--- src/logic/asp_shell_pkg.sv ---
// ====================
// widths, vector types and fixed constants shared by the host shell blocks
// ====================
`default_nettype none

package asp_shell_pkg;

    // host MMIO with 64-bit words
    localparam int MMIO_WORD_ADDR_W = 15;
    localparam int CSR_BYTE_ADDR_W  = 17;   // byte address inside one CSR window
    localparam int MMIO_DATA_W      = 64;

    typedef logic [MMIO_WORD_ADDR_W-1:0] mmio_word_addr_t;
    typedef logic [CSR_BYTE_ADDR_W-1:0]  csr_addr_t;
    typedef logic [MMIO_DATA_W-1:0]      mmio_data_t;
    typedef logic [MMIO_DATA_W/8-1:0]    mmio_sel_t;

    localparam mmio_sel_t UPPER_HALF_SEL = 8'hF0;  // 32-bit access to the upper half

    // host memory writes
    localparam int HOST_BYTE_ADDR_W = 48;
    localparam int LINE_OFFSET_W    = 6;    // 64-byte lines
    localparam int HOST_DATA_W      = 512;

    typedef logic [HOST_BYTE_ADDR_W-1:0]               host_byte_addr_t;
    typedef logic [HOST_BYTE_ADDR_W-LINE_OFFSET_W-1:0] host_line_addr_t;
    typedef logic [HOST_DATA_W-1:0]                    host_data_t;
    typedef logic [HOST_DATA_W/8-1:0]                  host_sel_t;

    // interrupt vector layout
    localparam int IRQ_LINES       = 4;
    localparam int KERNEL_IRQ_BIT  = 0;
    localparam int DMA_H2F_IRQ_BIT = 1;
    localparam int DMA_F2H_IRQ_BIT = 2;
    localparam int IRQ_SYNC_STAGES = 3;

    typedef logic [IRQ_LINES-1:0] irq_vec_t;

    // host line that receives the interrupt vector
    localparam host_line_addr_t IRQ_STATUS_LINE = 42'h3FF_0000;

    // owner of the host write port
    typedef enum logic [1:0] {
        idle,
        dma,
        notify
    } wr_owner_e;

endpackage : asp_shell_pkg

`default_nettype wire

--- src/logic/asp_host_shell.sv ---
// ====================
// host shell top level with MMIO window routing, interrupt collection
// and host write sharing
// ====================
`timescale 1ns/1ns
`default_nettype none

module asp_host_shell (
    input  wire logic                           clk,
    input  wire logic                           reset,

    // host MMIO
    input  wire logic                           mmio_cyc,
    input  wire logic                           mmio_stb,
    input  wire logic                           mmio_we,
    input  wire asp_shell_pkg::mmio_word_addr_t mmio_adr,
    input  wire asp_shell_pkg::mmio_sel_t       mmio_sel,
    input  wire asp_shell_pkg::mmio_data_t      mmio_dat_w,
    output      asp_shell_pkg::mmio_data_t      mmio_dat_r,
    output      logic                           mmio_ack,

    // kernel control window
    output      logic                           cra_cyc,
    output      logic                           cra_stb,
    output      logic                           cra_we,
    output      asp_shell_pkg::csr_addr_t       cra_adr,
    output      asp_shell_pkg::mmio_sel_t       cra_sel,
    output      asp_shell_pkg::mmio_data_t      cra_dat_w,
    input  wire asp_shell_pkg::mmio_data_t      cra_dat_r,
    input  wire logic                           cra_ack,

    // DMA CSR window
    output      logic                           dma_csr_cyc,
    output      logic                           dma_csr_stb,
    output      logic                           dma_csr_we,
    output      asp_shell_pkg::csr_addr_t       dma_csr_adr,
    output      asp_shell_pkg::mmio_sel_t       dma_csr_sel,
    output      asp_shell_pkg::mmio_data_t      dma_csr_dat_w,
    input  wire asp_shell_pkg::mmio_data_t      dma_csr_dat_r,
    input  wire logic                           dma_csr_ack,

    // DMA engine host writes
    input  wire logic                           dma_wr_cyc,
    input  wire logic                           dma_wr_stb,
    input  wire asp_shell_pkg::host_byte_addr_t dma_wr_adr,
    input  wire asp_shell_pkg::host_data_t      dma_wr_dat,
    input  wire asp_shell_pkg::host_sel_t       dma_wr_sel,
    output      logic                           dma_wr_ack,

    // host memory writes
    output      logic                           host_wr_cyc,
    output      logic                           host_wr_stb,
    output      asp_shell_pkg::host_line_addr_t host_wr_adr,
    output      asp_shell_pkg::host_data_t      host_wr_dat,
    output      asp_shell_pkg::host_sel_t       host_wr_sel,
    input  wire logic                           host_wr_ack,

    // interrupts and fence
    input  wire logic                           kernel_irq,
    input  wire logic                           dma_irq_h2f,
    input  wire logic                           dma_irq_f2h,
    input  wire logic                           dma_wr_fence
);

    asp_shell_pkg::irq_vec_t irq_vec;
    logic                    notify_req;
    logic                    notify_done;

    mmio_csr_router mmio_csr_router_i (
        .mmio_cyc, .mmio_stb, .mmio_we, .mmio_adr, .mmio_sel, .mmio_dat_w,
        .mmio_dat_r, .mmio_ack,
        .cra_cyc, .cra_stb, .cra_we, .cra_adr, .cra_sel, .cra_dat_w,
        .cra_dat_r, .cra_ack,
        .dma_csr_cyc, .dma_csr_stb, .dma_csr_we, .dma_csr_adr, .dma_csr_sel,
        .dma_csr_dat_w, .dma_csr_dat_r, .dma_csr_ack
    );

    irq_collector irq_collector_i (
        .clk,
        .reset,
        .kernel_irq,
        .dma_irq_h2f,
        .dma_irq_f2h,
        .notify_done,
        .irq_vec,
        .notify_req
    );

    host_wr_arbiter host_wr_arbiter_i (
        .clk,
        .reset,
        .dma_wr_cyc,
        .dma_wr_stb,
        .dma_wr_fence,
        .dma_wr_adr,
        .dma_wr_dat,
        .dma_wr_sel,
        .dma_wr_ack,
        .irq_vec,       // sampled when the notification is granted
        .notify_req,
        .notify_done,
        .host_wr_cyc,
        .host_wr_stb,
        .host_wr_adr,
        .host_wr_dat,
        .host_wr_sel,
        .host_wr_ack
    );

endmodule : asp_host_shell

`default_nettype wire

--- src/logic/host_wr_arbiter.sv ---
// ====================
// host write port shared by DMA line writes and interrupt status writes
// ====================
`timescale 1ns/1ns
`default_nettype none

module host_wr_arbiter (
    input  wire logic                           clk,
    input  wire logic                           reset,

    // DMA engine writes, byte addressed
    input  wire logic                           dma_wr_cyc,
    input  wire logic                           dma_wr_stb,
    input  wire logic                           dma_wr_fence,
    input  wire asp_shell_pkg::host_byte_addr_t dma_wr_adr,
    input  wire asp_shell_pkg::host_data_t      dma_wr_dat,
    input  wire asp_shell_pkg::host_sel_t       dma_wr_sel,
    output      logic                           dma_wr_ack,

    // interrupt notification
    input  wire asp_shell_pkg::irq_vec_t        irq_vec,
    input  wire logic                           notify_req,
    output      logic                           notify_done,

    // host memory, line addressed
    output      logic                           host_wr_cyc,
    output      logic                           host_wr_stb,
    output      asp_shell_pkg::host_line_addr_t host_wr_adr,
    output      asp_shell_pkg::host_data_t      host_wr_dat,
    output      asp_shell_pkg::host_sel_t       host_wr_sel,
    input  wire logic                           host_wr_ack
);

    asp_shell_pkg::wr_owner_e state;
    asp_shell_pkg::irq_vec_t  notify_vec;   // vector as sampled at grant
    logic                     in_dma;
    logic                     in_notify;

    assign in_dma    = (state == asp_shell_pkg::dma);
    assign in_notify = (state == asp_shell_pkg::notify);

    always_ff @(posedge clk) begin
        if (reset) begin
            state <= asp_shell_pkg::idle;
        end else begin
            case (state)
                asp_shell_pkg::idle: begin
                    // notification first, but never past an open fence
                    if (notify_req && !dma_wr_fence) begin
                        state <= asp_shell_pkg::notify;
                    end else if (dma_wr_cyc && dma_wr_stb) begin
                        state <= asp_shell_pkg::dma;
                    end
                end
                asp_shell_pkg::dma: begin
                    if (host_wr_ack || !dma_wr_cyc) begin  // done, or master gave up
                        state <= asp_shell_pkg::idle;
                    end
                end
                asp_shell_pkg::notify: begin
                    if (host_wr_ack) begin
                        state <= asp_shell_pkg::idle;
                    end
                end
                default: state <= asp_shell_pkg::idle;
            endcase
        end
    end

    // capture the vector as the notification is granted
    always_ff @(posedge clk) begin
        if (state == asp_shell_pkg::idle && notify_req && !dma_wr_fence) begin
            notify_vec <= irq_vec;
        end
    end

    // host side request mux
    always_comb begin
        if (in_notify) begin
            host_wr_cyc = 1'b1;
            host_wr_stb = 1'b1;
            host_wr_adr = asp_shell_pkg::IRQ_STATUS_LINE;
            host_wr_dat = asp_shell_pkg::host_data_t'(notify_vec);  // zero-extended
            host_wr_sel = '1;
        end else begin
            host_wr_cyc = in_dma & dma_wr_cyc;
            host_wr_stb = in_dma & dma_wr_stb;
            host_wr_adr = dma_wr_adr[asp_shell_pkg::HOST_BYTE_ADDR_W-1:
                                     asp_shell_pkg::LINE_OFFSET_W];  // byte to line
            host_wr_dat = dma_wr_dat;
            host_wr_sel = dma_wr_sel;
        end
    end

    // acks route back to whoever owns the port
    assign dma_wr_ack  = in_dma & host_wr_ack;
    assign notify_done = in_notify & host_wr_ack;

endmodule : host_wr_arbiter

`default_nettype wire

--- src/logic/irq_collector.sv ---
// ====================
// gathers kernel and DMA interrupts into one vector, flags new ones for notification
// ====================
`timescale 1ns/1ns
`default_nettype none

module irq_collector (
    input  wire logic                    clk,
    input  wire logic                    reset,
    input  wire logic                    kernel_irq,    // async, kernel clock domain
    input  wire logic                    dma_irq_h2f,
    input  wire logic                    dma_irq_f2h,
    input  wire logic                    notify_done,
    output      asp_shell_pkg::irq_vec_t irq_vec,
    output      logic                    notify_req
);

    // first synchronizer stages; the vector register is the last one
    logic [asp_shell_pkg::IRQ_SYNC_STAGES-2:0] kirq_meta;
    asp_shell_pkg::irq_vec_t                   vec_next;
    asp_shell_pkg::irq_vec_t                   vec_prev;
    logic                                      irq_rise;

    always_ff @(posedge clk) begin
        if (reset) begin
            kirq_meta <= '0;
        end else begin
            kirq_meta <= {kirq_meta[asp_shell_pkg::IRQ_SYNC_STAGES-3:0], kernel_irq};
        end
    end

    always_comb begin
        vec_next = '0;  // spare line stays low
        vec_next[asp_shell_pkg::KERNEL_IRQ_BIT]  =
            kirq_meta[asp_shell_pkg::IRQ_SYNC_STAGES-2];
        vec_next[asp_shell_pkg::DMA_H2F_IRQ_BIT] = dma_irq_h2f;
        vec_next[asp_shell_pkg::DMA_F2H_IRQ_BIT] = dma_irq_f2h;
    end

    always_ff @(posedge clk) begin
        if (reset) begin
            irq_vec  <= '0;
            vec_prev <= '0;
        end else begin
            irq_vec  <= vec_next;
            vec_prev <= irq_vec;
        end
    end

    // any line going high since last cycle
    assign irq_rise = |(irq_vec & ~vec_prev);

    // a fresh edge beats the done pulse
    always_ff @(posedge clk) begin
        if (reset) begin
            notify_req <= 1'b0;
        end else if (irq_rise) begin
            notify_req <= 1'b1;
        end else if (notify_done) begin
            notify_req <= 1'b0;
        end
    end

endmodule : irq_collector

`default_nettype wire

--- src/logic/mmio_csr_router.sv ---
// ====================
// splits host MMIO into the kernel control and DMA CSR windows
// ====================
`timescale 1ns/1ns
`default_nettype none

module mmio_csr_router (
    // host MMIO slave
    input  wire logic                           mmio_cyc,
    input  wire logic                           mmio_stb,
    input  wire logic                           mmio_we,
    input  wire asp_shell_pkg::mmio_word_addr_t mmio_adr,
    input  wire asp_shell_pkg::mmio_sel_t       mmio_sel,
    input  wire asp_shell_pkg::mmio_data_t      mmio_dat_w,
    output      asp_shell_pkg::mmio_data_t      mmio_dat_r,
    output      logic                           mmio_ack,

    // kernel control window
    output      logic                           cra_cyc,
    output      logic                           cra_stb,
    output      logic                           cra_we,
    output      asp_shell_pkg::csr_addr_t       cra_adr,
    output      asp_shell_pkg::mmio_sel_t       cra_sel,
    output      asp_shell_pkg::mmio_data_t      cra_dat_w,
    input  wire asp_shell_pkg::mmio_data_t      cra_dat_r,
    input  wire logic                           cra_ack,

    // DMA controller CSR window
    output      logic                           dma_csr_cyc,
    output      logic                           dma_csr_stb,
    output      logic                           dma_csr_we,
    output      asp_shell_pkg::csr_addr_t       dma_csr_adr,
    output      asp_shell_pkg::mmio_sel_t       dma_csr_sel,
    output      asp_shell_pkg::mmio_data_t      dma_csr_dat_w,
    input  wire asp_shell_pkg::mmio_data_t      dma_csr_dat_r,
    input  wire logic                           dma_csr_ack
);

    logic [asp_shell_pkg::CSR_BYTE_ADDR_W:0] byte_adr;  // 18-bit byte address
    logic                                    dma_hit;

    // word address on [17:3], upper-half flag on [2], [1:0] always zero
    assign byte_adr = {mmio_adr, (mmio_sel == asp_shell_pkg::UPPER_HALF_SEL), 2'b00};
    assign dma_hit  = byte_adr[asp_shell_pkg::CSR_BYTE_ADDR_W];

    // only the addressed window sees the cycle
    assign cra_cyc     = mmio_cyc & ~dma_hit;
    assign cra_stb     = mmio_stb & ~dma_hit;
    assign dma_csr_cyc = mmio_cyc & dma_hit;
    assign dma_csr_stb = mmio_stb & dma_hit;

    // shared request fields with the window bit dropped
    assign cra_we        = mmio_we;
    assign cra_adr       = byte_adr[asp_shell_pkg::CSR_BYTE_ADDR_W-1:0];
    assign cra_sel       = mmio_sel;
    assign cra_dat_w     = mmio_dat_w;
    assign dma_csr_we    = mmio_we;
    assign dma_csr_adr   = byte_adr[asp_shell_pkg::CSR_BYTE_ADDR_W-1:0];
    assign dma_csr_sel   = mmio_sel;
    assign dma_csr_dat_w = mmio_dat_w;

    // response from the selected window in the same cycle
    always_comb begin
        if (dma_hit) begin
            mmio_dat_r = dma_csr_dat_r;
            mmio_ack   = mmio_cyc & mmio_stb & dma_csr_ack;
        end else begin
            mmio_dat_r = cra_dat_r;
            mmio_ack   = mmio_cyc & mmio_stb & cra_ack;
        end
    end

endmodule : mmio_csr_router

`default_nettype wire

--- config.mk ---
export PLATFORM = sky130hd
export DESIGN_NAME = asp_host_shell
export DESIGN_NICKNAME = d
export VERILOG_FILES = /design/src/logic/asp_shell_pkg.sv /design/src/logic/asp_host_shell.sv /design/src/logic/host_wr_arbiter.sv /design/src/logic/irq_collector.sv /design/src/logic/mmio_csr_router.sv
export SDC_FILE = /design/constraint.sdc
export NUM_CORES = 1
export LEC_CHECK = 0
export BUFFER_PORTS_ARGS = -buffer_cell sky130_fd_sc_hd__buf_2
export CORE_AREA = 3 3 664 666
export CTS_CLUSTER_SIZE = 28
export DETAILED_ROUTE_END_ITERATION = 8
export DIE_AREA = 0 0 667 669
export HOLD_SLACK_MARGIN = 0.1
export PLACE_DENSITY = 0.3
export RECOVER_POWER = 50
export SLEW_MARGIN = 20
export SYNTH_ARGS = -nofsm -noshare
export SYNTH_HDL_FRONTEND = slang
export SYNTH_HIERARCHICAL = 1
export SYNTH_SLANG_ARGS = --single-unit
--- constraint.sdc ---
create_clock -name clk -period 1.7 [get_ports clk]
set_clock_uncertainty 0.05 [all_clocks]
set_input_delay 0.34 -clock clk [delete_from_list [all_inputs] [get_ports clk]]
set_output_delay 0.34 -clock clk [all_outputs]
set_load 0.02 [all_outputs]
==> metrics.txt <==
outcome finished with violations; violated checks setup timing; Synthesis Warnings 6; Cell Count, Final, Fillers Out 8142; Synth-to-Final Area Change 307.5%; Die W 667 µm; EDFF count, synth 4; post-route minimum period 2.078 ns; cells after synthesis 994; maximum vdd drop 0.2785 mV; FFs w/ async S/R, synth 0%; root buf cell clkbuf_16; fin area 28500 µm²; largest cells by area after synthesis and2_1 (49%), buf_4 (20%), mux2_2 (10%); PortBufs 1475; CTS Buffer Depth 2; layout cell share with drive strength beyond 1 78.59%; largest net degree at the start of global routing 49; ANT nets after route 0; Distinct cells, synth 25; Tot Pwr 12730 µW; Iteration-0 DRC Markers 600; r2r startpoint host_wr_arbiter_i/state[1]$_SDFFE_PP0P_; fin. max-slew vios 0; Critical Path Sink Type primary output; Rows 242; WL/cell 45.56 µm; Clock Sinks 15; CTS tree done; Die ar. 446200 µm²; Layout Nets 3161; PwrDens 446.8 nW/µm²; initial antenna violation count 487; First-pass DRT Iterations 5; register area share after synthesis 4.867%; gr usage total 15.85%; Starting Density 1.608%; CP Class reg -> out; Ports 1723; final hold vios 0; worst slack, placed -0.5556 ns; CP startpoint host_wr_arbiter_i/state[0]$_SDFFE_PP0P_; largest area contributor in the netlist and2_1; top-count cell post-synth and2_1; vias per cell 1.839; commonest cells in the netlist and2_1 (543), buf_4 (187), nand2b_1 (78); Post-Route WL 371000 µm; relative slew slack 52.05%; Synth Register Bits 15; Post-Syn Area 6993 µm²; MaxCap Viol Count 0; fmax 481.1 MHz; Inst Count DP 8005; # setup viols final 674; synthesized area per cell 7.035 µm²; detailed-route DRC error count 0; share of the synthesized area in the top cell type 48.58%; Hold-fix buffers, CTS 0; Period Utilization, post-route 122.3%; worst-margin pin slew 0.7192 ns; gpl congestion 0.8353; TritonCTS buffer count 3; worst hold path class in -> reg; hold_sp dma_irq_h2f; RSZ-0062 raised after global routing true; vias in the first global route 13.63k; first-pass GRT wire length 399500 µm; remaining global-route overflow 0; clock latency on the worst-skew pair 0.25 ns; leakage 0.01138 µW; placed cell area 26650 µm²; Die Ht 669 µm; critical path fanouts, max 9; CP Launch Type flop; CP required 1.31 ns; most used flip-flop cell after synthesis dfxtp_1; CP Data Arrival Time 1.69 ns; DP HPWL 359300 µm; Worst Slack Setup Final -0.3784 ns; core area 434800 µm²; total number of vias 14.98k; CTS H-tree lvls 1; clock transition at the registers of the reported paths 0.05 ns
==> stage by stage <==
stage	TNS [ns]	utilization, %	hold WS (ns)
floorplan	0	-	0.3533
global placement	-97.94	6.130	0.3966
detailed placement	-89.70	6.130	0.3768
CTS	-189.37	6.326	0.2725
global route	-195.69	6.507	0.2743
finish	-156.64	6.554	0.2702
==> final cells by class <==
cell class,instances,area [µm²]
Clock buffer,3,75.07
Fill cell,51150,406300
Timing Repair Buffer,1560,15230
Tap cell,5734,7174
Inverter,1,11.26
Clock inverter,1,5.005
Sequential cell,15,347.8
Antenna cell,101,252.7
Multi-Input combinational cell,727,5406
==> metal layers <==
| metal | vias to the layer above | share of wire (%) | wire, µm | track usage, % |
|---|---|---|---|---|
| met1 | 6489 | 35 | 130200 | 16.21 |
| li1 | 5592 | - | - | - |
| met5 | - | 0.23 | 864 | 0.1396 |
| met3 | 760 | 20 | 74610 | 14.55 |
| met2 | 2020 | 43 | 157900 | 24.65 |
| met4 | 116 | 2.0 | 7341 | 1.340 |
==> state kept, by name (all words and copies together) (netlist names) <==
register	count
host_wr_arbiter_i/notify_vec	4
irq_collector_i/vec_prev	3
irq_collector_i/kirq_meta	2
irq_collector_i/notify_req	1
irq_collector_i/irq_vec	3
host_wr_arbiter_i/state	2
==> worst max-delay path, stage by stage, from the launching register on <==
cell and delay (ns):
dfxtp_4 0.36, inv_8 0.09, buf_12 0.12, nand2_8 0.09
buf_12 0.17, buf_12 0.13, buf_6 0.11, and2_4 0.20
buf_12 0.14
==> path summary, 6_finish.rpt <==
check	cells past startpoint	to	slack, ns
worst max-delay path	8	host_wr_dat[28]	-0.38
worst min-delay path	2	irq_collector_i/irq_vec[1]$_SDFF_PP0_	0.27
worst max register to register	4	host_wr_arbiter_i/notify_vec[2]$_DFFE_PP_	0.33
worst min register to register	1	irq_collector_i/kirq_meta[1]$_SDFF_PP0_	0.39
==> report_power, final <==
| group | total, µW | leakage, µW | switching [µW] | internal (µW) |
|---|---|---|---|---|
| clock network | 472 | 0.0000415 | 157 | 315 |
| logic | 11900 | 0.0112 | 6990 | 4880 |
| registers | 400 | 0.000130 | 17.1 | 383 |
==> layout by cell type (no fill, tap or decap), drive strengths merged <==
master / count
buf: 1538
and2: 543
diode: 101
nand2b: 79
mux2: 69
clkbuf: 25
nor2b: 12
dfxtp: 11
nand2: 8
conb: 5
edfxtp: 4
nor3: 2
nor2: 2
clkinv: 1
inv: 1
and3: 1
a31oi: 1
nor4b: 1
a41oi: 1
nand4: 1
or4: 1
mux2i: 1
==> repair_timing <==
item,4_1_cts,5_1_grt
gates cloned,6,10
resized for setup,208,148
endpoints found under the setup margin,685,686
pin swaps,6,6
buffers inserted,9,8
==> cells by family after synthesis <==
family          synth area share (%)
compound gates                0.3222
buf+inv                        25.34
flops                          4.867
mux                            11.52
other cells                   0.1074
simple gates                   57.85
No activity file was read; power rests on OpenSTA's default activity.
